[src/design/cpu_defs.svh]
`ifndef CPU_DEFS_SVH
`define CPU_DEFS_SVH

////////////////////////////////////////////////////////////
// widths
////////////////////////////////////////////////////////////
`define DATA_W      8           // data path and register width
`define ADDR_W      32          // program counter width
`define REG_CNT     8           // number of registers
`define REG_SEL_W   3           // register select bits
`define OPCODE_W    8           // opcode field width
`define ALU_OP_W    3           // alu function select width

////////////////////////////////////////////////////////////
// opcodes
////////////////////////////////////////////////////////////
`define OP_LOADI    8'h00       // rd <= imm
`define OP_MOV      8'h01       // rd <= rs2
`define OP_ADD      8'h02       // rd <= rs1 + rs2
`define OP_SUB      8'h03       // rd <= rs1 - rs2
`define OP_AND      8'h04       // rd <= rs1 & rs2
`define OP_OR       8'h05       // rd <= rs1 | rs2
`define OP_J        8'h06       // unconditional jump
`define OP_BEQ      8'h07       // branch when rs1 == rs2
`define OP_LWD      8'h08       // load, address in rs2
`define OP_LWI      8'h09       // load, address in imm
`define OP_SWD      8'h0a       // store rs1, address in rs2
`define OP_SWI      8'h0b       // store rs1, address in imm
`define OP_BNE      8'h10       // branch when rs1 != rs2

////////////////////////////////////////////////////////////
// alu functions
////////////////////////////////////////////////////////////
`define ALU_FWD     3'b000      // pass second operand
`define ALU_ADD     3'b001      // also sub via negate
`define ALU_AND     3'b010
`define ALU_OR      3'b011

`endif
[src/design/cpu_pkg.sv]
`default_nettype none

`include "cpu_defs.svh"

package cpu_pkg;

    // register form: opcode | rd | rs1 | rs2, each select in the low bits of its byte
    typedef struct packed {
        logic [`OPCODE_W-1:0]        opcode;    // bits 31:24
        logic [7-`REG_SEL_W:0]       pad_rd;    // bits 23:19, unused
        logic [`REG_SEL_W-1:0]       rd;        // destination, bits 18:16
        logic [7-`REG_SEL_W:0]       pad_rs1;   // bits 15:11, unused
        logic [`REG_SEL_W-1:0]       rs1;       // first source, bits 10:8
        logic [7-`REG_SEL_W:0]       pad_rs2;   // bits 7:3, unused
        logic [`REG_SEL_W-1:0]       rs2;       // second source, bits 2:0
    } instr_regs_t;

    // offset form: branch offset sits where rd lives
    typedef struct packed {
        logic [`OPCODE_W-1:0]        opcode;    // bits 31:24
        logic [7:0]                  offset;    // word offset, signed
        logic [7:0]                  unused;    // bits 15:8
        logic [`DATA_W-1:0]          imm;       // immediate, bits 7:0
    } instr_offs_t;

    // bits 23:16 decode as rd or as branch offset depending on opcode
    typedef union packed {
        instr_regs_t                 regv;      // register view
        instr_offs_t                 offv;      // offset / immediate view
    } instr_t;

endpackage

`default_nettype wire

[src/design/cpu.sv]
`timescale 1ns/1ps
`default_nettype none

`include "cpu_defs.svh"

module cpu
    import cpu_pkg::*;
(
    input  wire                  CLK,
    input  wire                  RESET,
    input  wire instr_t          instruction,    // fetched at pc
    input  wire                  busywait,       // data memory stall
    input  wire [`DATA_W-1:0]    read_data,
    output logic [`ADDR_W-1:0]   pc,
    output logic                 read,
    output logic                 write,
    output logic [`DATA_W-1:0]   write_data,
    output logic [`DATA_W-1:0]   alu_result      // doubles as memory address
);

    ////////////////////////////////////////////////////////////
    // control levels
    ////////////////////////////////////////////////////////////
    logic                  reg_write;
    logic                  negate;
    logic                  use_imm;
    logic [`ALU_OP_W-1:0]  alu_op;
    logic                  jump;
    logic                  branch;
    logic                  mem_to_reg;

    ////////////////////////////////////////////////////////////
    // datapath
    ////////////////////////////////////////////////////////////
    logic                  zero;
    logic [`DATA_W-1:0]    reg_out1;
    logic [`DATA_W-1:0]    reg_out2;

    assign write_data = reg_out1;           // store value comes from rs1

    control_unit u_control_unit (
        .RESET       (RESET),
        .instruction (instruction),
        .reg_write   (reg_write),
        .negate      (negate),
        .use_imm     (use_imm),
        .alu_op      (alu_op),
        .jump        (jump),
        .branch      (branch),
        .mem_to_reg  (mem_to_reg),
        .read        (read),
        .write       (write)
    );

    pc_unit u_pc_unit (
        .CLK         (CLK),
        .RESET       (RESET),
        .instruction (instruction),
        .jump        (jump),
        .branch      (branch),
        .zero        (zero),
        .busywait    (busywait),
        .pc          (pc)
    );

    reg_file u_reg_file (
        .CLK         (CLK),
        .RESET       (RESET),
        .instruction (instruction),
        .reg_write   (reg_write),
        .mem_to_reg  (mem_to_reg),
        .alu_result  (alu_result),
        .read_data   (read_data),
        .busywait    (busywait),
        .reg_out1    (reg_out1),
        .reg_out2    (reg_out2)
    );

    alu u_alu (
        .reg_out1    (reg_out1),
        .reg_out2    (reg_out2),
        .instruction (instruction),
        .negate      (negate),
        .use_imm     (use_imm),
        .alu_op      (alu_op),
        .alu_result  (alu_result),
        .zero        (zero)
    );

endmodule

`default_nettype wire

[src/design/alu.sv]
`timescale 1ns/1ps
`default_nettype none

`include "cpu_defs.svh"

module alu
    import cpu_pkg::*;
(
    input  wire [`DATA_W-1:0]    reg_out1,
    input  wire [`DATA_W-1:0]    reg_out2,
    input  wire instr_t          instruction,
    input  wire                  negate,
    input  wire                  use_imm,
    input  wire [`ALU_OP_W-1:0]  alu_op,
    output logic [`DATA_W-1:0]   alu_result,
    output logic                 zero
);

    logic [`DATA_W-1:0] neg_sel;            // rs2 or its two's complement
    logic [`DATA_W-1:0] operand2;

    assign neg_sel  = negate ? (~reg_out2 + `DATA_W'd1) : reg_out2;
    assign operand2 = use_imm ? instruction.offv.imm : neg_sel;   // imm wins

    always_comb
    begin
        case (alu_op)
            `ALU_FWD: alu_result = operand2;
            `ALU_ADD: alu_result = reg_out1 + operand2;   // wraps at 8 bits
            `ALU_AND: alu_result = reg_out1 & operand2;
            `ALU_OR:  alu_result = reg_out1 | operand2;
            default:  alu_result = '0;
        endcase
    end

    assign zero = (alu_result == '0);       // feeds beq / bne

endmodule

`default_nettype wire

[src/design/reg_file.sv]
`timescale 1ns/1ps
`default_nettype none

`include "cpu_defs.svh"

module reg_file
    import cpu_pkg::*;
(
    input  wire                  CLK,
    input  wire                  RESET,
    input  wire instr_t          instruction,
    input  wire                  reg_write,
    input  wire                  mem_to_reg,
    input  wire [`DATA_W-1:0]    alu_result,
    input  wire [`DATA_W-1:0]    read_data,
    input  wire                  busywait,
    output logic [`DATA_W-1:0]   reg_out1,
    output logic [`DATA_W-1:0]   reg_out2
);

    logic [`DATA_W-1:0] regs [0:`REG_CNT-1];
    logic [`DATA_W-1:0] wb_data;            // write-back value

    assign wb_data  = mem_to_reg ? read_data : alu_result;
    assign reg_out1 = regs[instruction.regv.rs1];  // async read
    assign reg_out2 = regs[instruction.regv.rs2];

    always_ff @(posedge CLK)
    begin
        if (RESET)
        begin
            for (int i = 0; i < `REG_CNT; i++)
                regs[i[`REG_SEL_W-1:0]] <= '0;
        end
        else if (reg_write && !busywait)     // only on the retiring edge
            regs[instruction.regv.rd] <= wb_data;
    end

    // decoder must resolve every fetched word once out of reset
    we_known: assert property (@(posedge CLK) disable iff (RESET) !$isunknown(reg_write))
        else $error("reg_write unknown, opcode %h", instruction.regv.opcode);

endmodule

`default_nettype wire

[src/design/control_unit.sv]
`timescale 1ns/1ps
`default_nettype none

`include "cpu_defs.svh"

module control_unit
    import cpu_pkg::*;
(
    input  wire                   RESET,
    input  wire instr_t           instruction,
    output logic                  reg_write,
    output logic                  negate,
    output logic                  use_imm,
    output logic [`ALU_OP_W-1:0]  alu_op,
    output logic                  jump,
    output logic                  branch,
    output logic                  mem_to_reg,
    output logic                  read,
    output logic                  write
);

    ////////////////////////////////////////////////////////////
    // opcode decode
    ////////////////////////////////////////////////////////////
    always_comb
    begin
        reg_write  = 1'b0;                      // defaults are a no-op
        negate     = 1'b0;
        use_imm    = 1'b0;
        alu_op     = `ALU_FWD;
        jump       = 1'b0;
        branch     = 1'b0;
        mem_to_reg = 1'b0;
        read       = 1'b0;
        write      = 1'b0;

        case (instruction.regv.opcode)
            `OP_LOADI:
            begin
                reg_write = 1'b1;
                use_imm   = 1'b1;               // forward the immediate
            end
            `OP_MOV:
                reg_write = 1'b1;               // forward rs2
            `OP_ADD:
            begin
                reg_write = 1'b1;
                alu_op    = `ALU_ADD;
            end
            `OP_SUB:
            begin
                reg_write = 1'b1;
                alu_op    = `ALU_ADD;
                negate    = 1'b1;               // rs1 + (-rs2)
            end
            `OP_AND:
            begin
                reg_write = 1'b1;
                alu_op    = `ALU_AND;
            end
            `OP_OR:
            begin
                reg_write = 1'b1;
                alu_op    = `ALU_OR;
            end
            `OP_J:
                jump = 1'b1;
            `OP_BEQ:
            begin
                alu_op = `ALU_ADD;              // compare by subtraction
                negate = 1'b1;
                branch = 1'b1;
            end
            `OP_BNE:
            begin
                alu_op = `ALU_ADD;
                negate = 1'b1;
                branch = 1'b1;
                jump   = 1'b1;                  // branch+jump selects ~zero
            end
            `OP_LWD, `OP_LWI:
            begin
                reg_write  = 1'b1;
                use_imm    = (instruction.regv.opcode == `OP_LWI);  // address source
                mem_to_reg = 1'b1;              // write back the loaded byte
                read       = 1'b1;
            end
            `OP_SWD, `OP_SWI:
            begin
                use_imm = (instruction.regv.opcode == `OP_SWI);
                write   = 1'b1;                 // store data is rs1
            end
            default: ;                          // unknown, all inactive
        endcase

        if (RESET)
        begin
            reg_write = 1'b0;                   // nothing leaves the core in reset
            read      = 1'b0;
            write     = 1'b0;
        end
    end

    // one memory access per instruction at most
    always_comb
    begin
        rw_exclusive: assert (!(read && write))
            else $error("read and write both high, opcode %h", instruction.regv.opcode);
    end

endmodule

`default_nettype wire

[src/design/pc_unit.sv]
`timescale 1ns/1ps
`default_nettype none

`include "cpu_defs.svh"

module pc_unit
    import cpu_pkg::*;
(
    input  wire                  CLK,
    input  wire                  RESET,
    input  wire instr_t          instruction,
    input  wire                  jump,
    input  wire                  branch,
    input  wire                  zero,
    input  wire                  busywait,
    output logic [`ADDR_W-1:0]   pc
);

    logic [`ADDR_W-1:0] pc_plus4;       // sequential address
    logic [`ADDR_W-1:0] offset_ext;     // offset in bytes, sign extended
    logic [`ADDR_W-1:0] target;         // branch / jump destination
    logic [`ADDR_W-1:0] next_pc;
    logic               take_target;

    assign pc_plus4   = pc + `ADDR_W'd4;
    assign offset_ext = {{(`ADDR_W-10){instruction.offv.offset[7]}},
                         instruction.offv.offset, 2'b00};   // words to bytes
    assign target     = pc_plus4 + offset_ext;              // relative to next instr

    // {branch, jump} encoding follows the decoder
    always_comb
    begin
        case ({branch, jump})
            2'b01:   take_target = 1'b1;        // j
            2'b10:   take_target = zero;        // beq
            2'b11:   take_target = ~zero;       // bne
            default: take_target = 1'b0;        // straight line
        endcase
    end

    assign next_pc = take_target ? target : pc_plus4;

    always_ff @(posedge CLK)
    begin
        if (RESET)
            pc <= '0;
        else if (!busywait)                     // hold during memory stall
            pc <= next_pc;
    end

    // offsets are scaled by 4, so alignment must survive every update
    pc_aligned: assert property (@(posedge CLK) disable iff (RESET) pc[1:0] == 2'b00)
        else $error("pc not word aligned: %h", pc);

endmodule

`default_nettype wire

[config.mk]
export PLATFORM = sky130hd
export DESIGN_NAME = cpu
export DESIGN_NICKNAME = d
export VERILOG_FILES = /design/src/design/cpu_pkg.sv /design/src/design/cpu.sv /design/src/design/alu.sv /design/src/design/reg_file.sv /design/src/design/control_unit.sv /design/src/design/pc_unit.sv
export VERILOG_INCLUDE_DIRS = /design/src /design/src/design
export SDC_FILE = /design/constraint.sdc
export NUM_CORES = 1
export LEC_CHECK = 0
export BUFFER_PORTS_ARGS = -buffer_cell sky130_fd_sc_hd__buf_2
export CORE_MARGIN = 4
export CORE_UTILIZATION = 45
export DETAILED_ROUTE_END_ITERATION = 8
export SYNTH_ARGS = -nofsm -noshare
export SYNTH_HDL_FRONTEND = slang
export SYNTH_SLANG_ARGS = --single-unit
[constraint.sdc]
create_clock -name CLK -period 10.3 [get_ports CLK]
set_input_delay 3.09 -clock CLK [delete_from_list [all_inputs] [get_ports CLK]]
set_output_delay 3.09 -clock CLK [all_outputs]
set_load 0.03 [all_outputs]
==> metrics.csv, run 1 <==
metric,value,unit
post-cts repair resize count,0,
Worst IR Drop VDD,0.0764,mV
sequential fraction of the synthesis area,31.6,%
vias in the first global route,6383,
number of nets with antenna violations after routing,0,
DR WL/cell,18.9,um
cell with the most instances after synthesis,nor2_1,
std cell rows,48,
routed via count,6755,
min cycle time layout,9.96,ns
required arrival time at the worst endpoint,7.21,ns
global route overflow,0,
number of buffers created by CTS,9,
All-Layer GR Usage,22.1,%
"buffers from clock root to sink, at most",2,
fraction of synthesis flops using an asynchronous set or reset pin,0,%
"Data arrival, critical path",6.87,ns
number of cells on the worst hold path,2,
CTS tree,built,
Commonest cells post-synth,"nor2_1 (125), edfxtp_1 (64), nand2_1 (60)",
ratio of routed vias to standard cells,5.80,
Final setup violation count,0,
I/O pin cnt,93,
H-tree levels,3,
DIE WIDTH,141,um
"Max FO, Critical Path",15,
total negative slack for setup checks,0,ns
share of post-route cells with drive strength above 1,16.7,%
depth of the worst register-to-register path,16,
"Primary FF master, synth",edfxtp_1,
category of the most critical setup path,in2out,
detailed-placement wirelength estimate,16300,um
antenna violations before repair,0,
Worst Hold Slack,0.525,ns
Starting DRT DRC Count,479,
fin crit share,96.7,%
area overhead of the layout relative to synthesis,11.0,%
Mapped Area,7990,um^2
Die Footprint,19900,um^2
number of distinct library cells after synthesis,74,
number of storage elements in the synthesis netlist,94,
number of max-slew violations in the final report,0,
largest net degree at the start of global routing,43,
beginning of the worst hold path,u_pc_unit.pc[15]$_SDFFE_PP0N_,
Yosys top cell area share,24.1,%
remaining max-slew budget at the tightest pin,24.5,%
Core Box Area,17400,um^2
setup bufs post-CTS,0,
number of warnings reported in the yosys synthesis log,0,
final wirelength,22000,um
Initial Util,46.0,%
vertical extent of the die,141,um
clock tree root driver cell,clkbuf_16,
count of nets after finishing,1025,
result of the run,finished clean,
number of instances in the synthesized netlist,866,
biggest area contributors in the synthesized netlist,"edfxtp_1 (24%), dfxtp_1 (7.5%), ha_1 (7.4%)",
startpoint types,input port,
crit end category,primary output,
clk slew on worst S/H paths,0.07,ns
first element of the critical path,instruction[0],
Worst Max-Slew Pin Slew,1.10,ns
RSZ-0062 raised after global routing,false,
max-cap violations,0,
Setup Skew,0.0110,ns
min-delay worst type,reg2reg,
# hold bufs at CTS,0,
reg-to-reg startpoint,u_reg_file.regs[3][0]$_SDFFCE_PN0P_,
clock latency on the worst-skew pair,0.35,ns
mean post-synth cell area,9.23,um^2
dominant cell type by area after synthesis,edfxtp_1,
R2R setup slack,4.29,ns
P per Cell Area,114,nW/um^2
final count of hold timing violations,0,
total clock sinks,94,
detailed-route DRC error count,0,
maximum achievable frequency,100,MHz
port buffer count,85,
number of synthesized flops with an enable pin,64,
global placement routability congestion,0.847,
count of filler cells inserted in the layout,1661,
wire length of the first global-routing pass,34900,um
total leakage power,0.00379,uW
first-pass detailed-route iteration total,5,
worst max-delay path, cell delays in order:
cell	delay, ns
buf_2	0.38
mux2i_1	0.20
mux4_2	0.52
ha_1	0.26
a311o_1	0.28
a31oi_1	0.29
ha_1	0.34
a21o_1	0.20
a21oi_1	0.25
o21bai_1	0.10
a21oi_1	0.18
xor2_1	0.09
o221ai_1	0.39
buf_2	0.29
cell usage in the layout, fill, tap and decap left out, types with 30 or more instances in the layout:
cell / n
a21oi_1: 59
buf_2: 85
dfxtp_1: 30
edfxtp_1: 64
ha_1: 47
inv_1: 41
mux2i_1: 55
nand2_1: 60
nand3_1: 34
nor2_1: 125
xnor2_1: 48
stage by stage:
step / cell area, um^2 / cells / util [%] / power (uW) / setup WS, ns
floorplan: 7990 / 867 / - / 627 / 0.283
CTS: 8870 / 1163 / 51.1 / 1020 / 0.431
detailed placement: 8590 / 1147 / 49.5 / 700 / 0.447
global route: 8870 / 1163 / 51.1 / 1060 / 0.193
finish: 8870 / 1164 / 51.1 / 1010 / 0.337
global placement: 8590 / 1147 / 49.5 / 698 / 0.416
cell type report:
cell class / instances / area, um^2 / area share, %
Tap cell: 225 / 282 / 3.17
Clock buffer: 10 / 229 / 2.58
Timing Repair Buffer: 95 / 500 / 5.64
Multi-Input combinational cell: 691 / 5130 / 57.8
Antenna cell: 1 / 2.50 / 0.0282
Sequential cell: 94 / 2520 / 28.4
Inverter: 42 / 158 / 1.78
Clock inverter: 6 / 46.3 / 0.522
final timing paths:
check                                                      to
worst max-delay path                            alu_result[6]
worst min-delay path            u_pc_unit.pc[15]$_SDFFE_PP0N_
worst max register to register  u_pc_unit.pc[22]$_SDFFE_PP0N_
worst min register to register  u_pc_unit.pc[15]$_SDFFE_PP0N_
cells by family (layout without fill, tap and decap cells):
kind of cell               Yosys count  after routing  synth area share, %
adders and majority gates           49             49                 7.86
muxes                               91             91                 15.6
xor gates and xnor gates            61             61                 6.69
AOI/OAI and AO/OA                  183            183                 15.7
buffers and inverters               82            153                 4.29
DFF                                 94             94                 31.6
and+or+nand+nor                    305            305                 18.2
other                                1              3               0.0469
layer usage:
layer / GRT usage [%] / part of all wire [%] / up-vias
met3: 2.85 / 5.9 / 16
met1: 32.8 / 48 / 3220
met4: 5.81 / 1.1 / 0
li1: - / - / 3334
met5: 0 / 0 / -
met2: 34.1 / 45 / 185
registers in the layout (all words and copies together), names as in the netlist:
signal	cells
u_pc_unit.pc	30
u_reg_file.regs	64
where the power goes:
part | internal, uW | leakage, uW | total, uW | switching [uW]
clock | 166 | 0.000131 | 321 | 155
combinational | 103 | 0.00276 | 268 | 165
sequential | 415 | 0.000906 | 425 | 9.98
total | 684 | 0.00379 | 1010 | 330
Note: power is estimated with default switching activity, not from simulation.
==> run 2: changes to the inputs <==
--- a/config.mk
+++ b/config.mk
@@ -10,6 +10,7 @@
 export CORE_MARGIN = 4
 export CORE_UTILIZATION = 45
 export DETAILED_ROUTE_END_ITERATION = 8
+export PLACE_DENSITY = 0.65
 export SYNTH_ARGS = -nofsm -noshare
 export SYNTH_HDL_FRONTEND = slang
 export SYNTH_SLANG_ARGS = --single-unit
==> constraint.sdc (replaced) <==
create_clock -name CLK -period 10.5 [get_ports CLK]
set_input_delay 3.15 -clock CLK [delete_from_list [all_inputs] [get_ports CLK]]
set_output_delay 3.15 -clock CLK [all_outputs]
set_load 0.03 [all_outputs]
==> metrics.csv, run 2 (synthesized netlist as in run 1, its figures left out) <==
metric,value,unit,change
global route overflow,0,,unchanged
ANT cells,0,,was 1
std cell rows,48,,unchanged
reg-to-reg startpoint,u_reg_file.regs[7][0]$_SDFFCE_PN0P_,,was u_reg_file.regs[3][0]$_SDFFCE_PN0P_
met2 GRT Util,33.4,%,was 34.1%
R2R setup slack,4.52,ns,was 4.29 ns
final wirelength,21600,um,was 22000 um
clk slew on worst S/H paths,0.07,ns,about the same
depth of the worst register-to-register path,17,,was 16
total stage count of the critical path,14,,unchanged
max-cap violations,0,,unchanged
total clock sinks,94,,unchanged
delay of the slowest cell on the worst path,0.55,ns,was 0.52 ns
number of max-slew violations in the final report,0,,unchanged
GR met3 Demand/Resource,2.95,%,was 2.85%
Critical Path Sink,alu_result[7],,was alu_result[6]
area overhead of the layout relative to synthesis,11.0,%,about the same
Worst Max-Slew Pin Slew,1.07,ns,was 1.10 ns
core occupancy in the finished layout,51.1,%,about the same
Final setup violation count,0,,unchanged
"Max FO, Critical Path",8,,was 15
Setup Skew,0.0102,ns,was 0.0110 ns
maximum achievable frequency,99.8,MHz,
total leakage power,0.00379,uW,about the same
port buffer count,85,,unchanged
"Data arrival, critical path",6.87,ns,about the same
min cycle time layout,10.02,ns,
count of filler cells inserted in the layout,1632,,was 1661
first element of the critical path,instruction[2],,was instruction[0]
required arrival time at the worst endpoint,7.35,ns,was 7.21 ns
detailed-placement wirelength estimate,15800,um,was 16300 um
Core Box Area,17400,um^2,unchanged
P per Cell Area,113,nW/um^2,was 114 nW/um^2
global placement routability congestion,0.875,,was 0.847
Final Instance Count excl. Fillers,1162,,was 1164
number of nets with antenna violations after routing,0,,unchanged
"flip-flop count of the largest register, all copies and words added",64,,unchanged
DIE WIDTH,141,um,unchanged
wire length of the first global-routing pass,34200,um,was 34900 um
post-layout worst setup margin,0.482,ns,was 0.337 ns
worst-case setup slack after placement,0.514,ns,was 0.447 ns
ratio of routed vias to standard cells,5.91,,was 5.80
vias in the first global route,6436,,was 6383
RSZ-0062 raised after global routing,false,,unchanged
antenna violations before repair,0,,unchanged
DR WL/cell,18.6,um,was 18.9 um
CTS tree,built,,unchanged
count of nets after finishing,1024,,was 1025
H-tree levels,3,,unchanged
Worst R2R End,u_pc_unit.pc[22]$_SDFFE_PP0N_,,unchanged
largest net degree at the start of global routing,43,,unchanged
All-Layer GR Usage,21.6,%,was 22.1%
remaining max-slew budget at the tightest pin,28.9,%,was 24.5%
post-cts repair resize count,0,,unchanged
Starting DRT DRC Count,584,,was 479
"Design Area, Final",8870,um^2,about the same
Die Footprint,19900,um^2,unchanged
detailed-route DRC error count,0,,unchanged
category of the most critical setup path,in2out,,unchanged
crit end category,primary output,,unchanged
vertical extent of the die,141,um,unchanged
GRT Max-Usage Layer,met2,,unchanged
critical path cell sequence,buf_2 > clkinv_1 > mux4_2 > ha_1 > o211ai_1 > a31oi_1 > inv_1 > ha_1 > a211oi_1 > o21a_1 > o31ai_1 > xnor2_1 > o221ai_1 > buf_2,,was buf_2 > mux2i_1 > mux4_2 > ha_1 > a311o_1 > a31oi_1 > ha_1 > a21o_1 > a21oi_1 > o21bai_1 > a21oi_1 > xor2_1 > o221ai_1 > buf_2
"buffers from clock root to sink, at most",2,,unchanged
first-pass detailed-route iteration total,5,,unchanged
Initial Util,46.0,%,unchanged
result of the run,finished clean,,unchanged
min-delay worst type,reg2reg,,unchanged
most used cells in the layout excluding fill and tap cells,"nor2_1 (125), buf_2 (85), edfxtp_1 (64)",,unchanged
met1 demand-to-capacity share in global routing,30.9,%,was 32.8%
startpoint types,input port,,unchanged
total negative slack for setup checks,0,ns,unchanged
most frequent standard cell in the layout excluding fill and tap cells,nor2_1,,unchanged
final count of hold timing violations,0,,unchanged
# hold bufs at CTS,0,,unchanged
registers with the most flip-flops,"u_reg_file.regs x64, u_pc_unit.pc x30",,unchanged
Worst IR Drop VDD,0.0575,mV,was 0.0764 mV
I/O pin cnt,93,,unchanged
clock tree root driver cell,clkbuf_16,,unchanged
Biggest register,u_reg_file.regs,,unchanged
setup bufs post-CTS,0,,unchanged
total placed instance area,8580,um^2,was 8590 um^2
DP Cell Count,1146,,was 1147
clock latency on the worst-skew pair,0.36,ns,was 0.35 ns
routed via count,6863,,was 6755
Crit path buffers/inverters,4,,was 2
share of post-route cells with drive strength above 1,16.8,%,was 16.7%
number of buffers created by CTS,9,,unchanged
fin crit share,95.4,%,
cell type of the slowest stage on the worst timing path,mux4_2,,unchanged
Crit path max-delay family,compound AO/OA/AOI/OAI gates,,unchanged
==> run 2: cell type report <==
cell class              count  area [um^2]  area share [%]
clock inverters             6         53.8           0.607
repair buffers             94          493            5.56
clock buffers              10          229            2.58
inverters                  42          158            1.78
well taps                 225          282            3.18
flip-flops and latches     94         2520            28.5
multi-input cells         691         5130            57.8
==> run 2: how the worst min path moves through the flow <==
stage                     slack, ns                          start                             to  cells past startpoint
final                          0.52  u_pc_unit.pc[23]$_SDFFE_PP0N_  u_pc_unit.pc[23]$_SDFFE_PP0N_                      2
after floorplan                0.63  u_pc_unit.pc[23]$_SDFFE_PP0N_  u_pc_unit.pc[23]$_SDFFE_PP0N_                      2
after global placement         0.51  u_pc_unit.pc[11]$_SDFFE_PP0N_  u_pc_unit.pc[11]$_SDFFE_PP0N_                      2
after CTS                      0.53  u_pc_unit.pc[23]$_SDFFE_PP0N_  u_pc_unit.pc[23]$_SDFFE_PP0N_                      2
after detailed placement       0.52  u_pc_unit.pc[23]$_SDFFE_PP0N_  u_pc_unit.pc[23]$_SDFFE_PP0N_                      2
after global routing           0.56   u_pc_unit.pc[6]$_SDFFE_PP0N_   u_pc_unit.pc[6]$_SDFFE_PP0N_                      2
==> run 2: tightest hold or removal path: cells and delay by family (launching register included) <==
kind / cells / cell delay, ns
flip-flops: 1 / 0.34
AND/OR/NAND/NOR: 1 / 0.09
AO/OA/AOI/OAI: 1 / 0.05
==> run 2: routing by layer <==
layer | vias up | part of all wire, %
met5 | - | 0
met4 | 0 | 2.4
met3 | 45 | 6.7
met2 | 243 | 45
met1 | 3237 | 46
li1 | 3338 | -
==> run 2: power breakdown <==
group / leakage [uW] / internal (uW) / switching, uW
clock network: 0.000136 / 165 / 156
registers: 0.000906 / 407 / 10.2
logic: 0.00275 / 101 / 160
==> run 2: through the flow <==
stage	total power [uW]	hold WS [ns]
detailed placement	684	0.516
CTS	1010	0.525
global route	1050	0.557
finish	999	0.522
floorplan	615	0.634
global placement	681	0.506
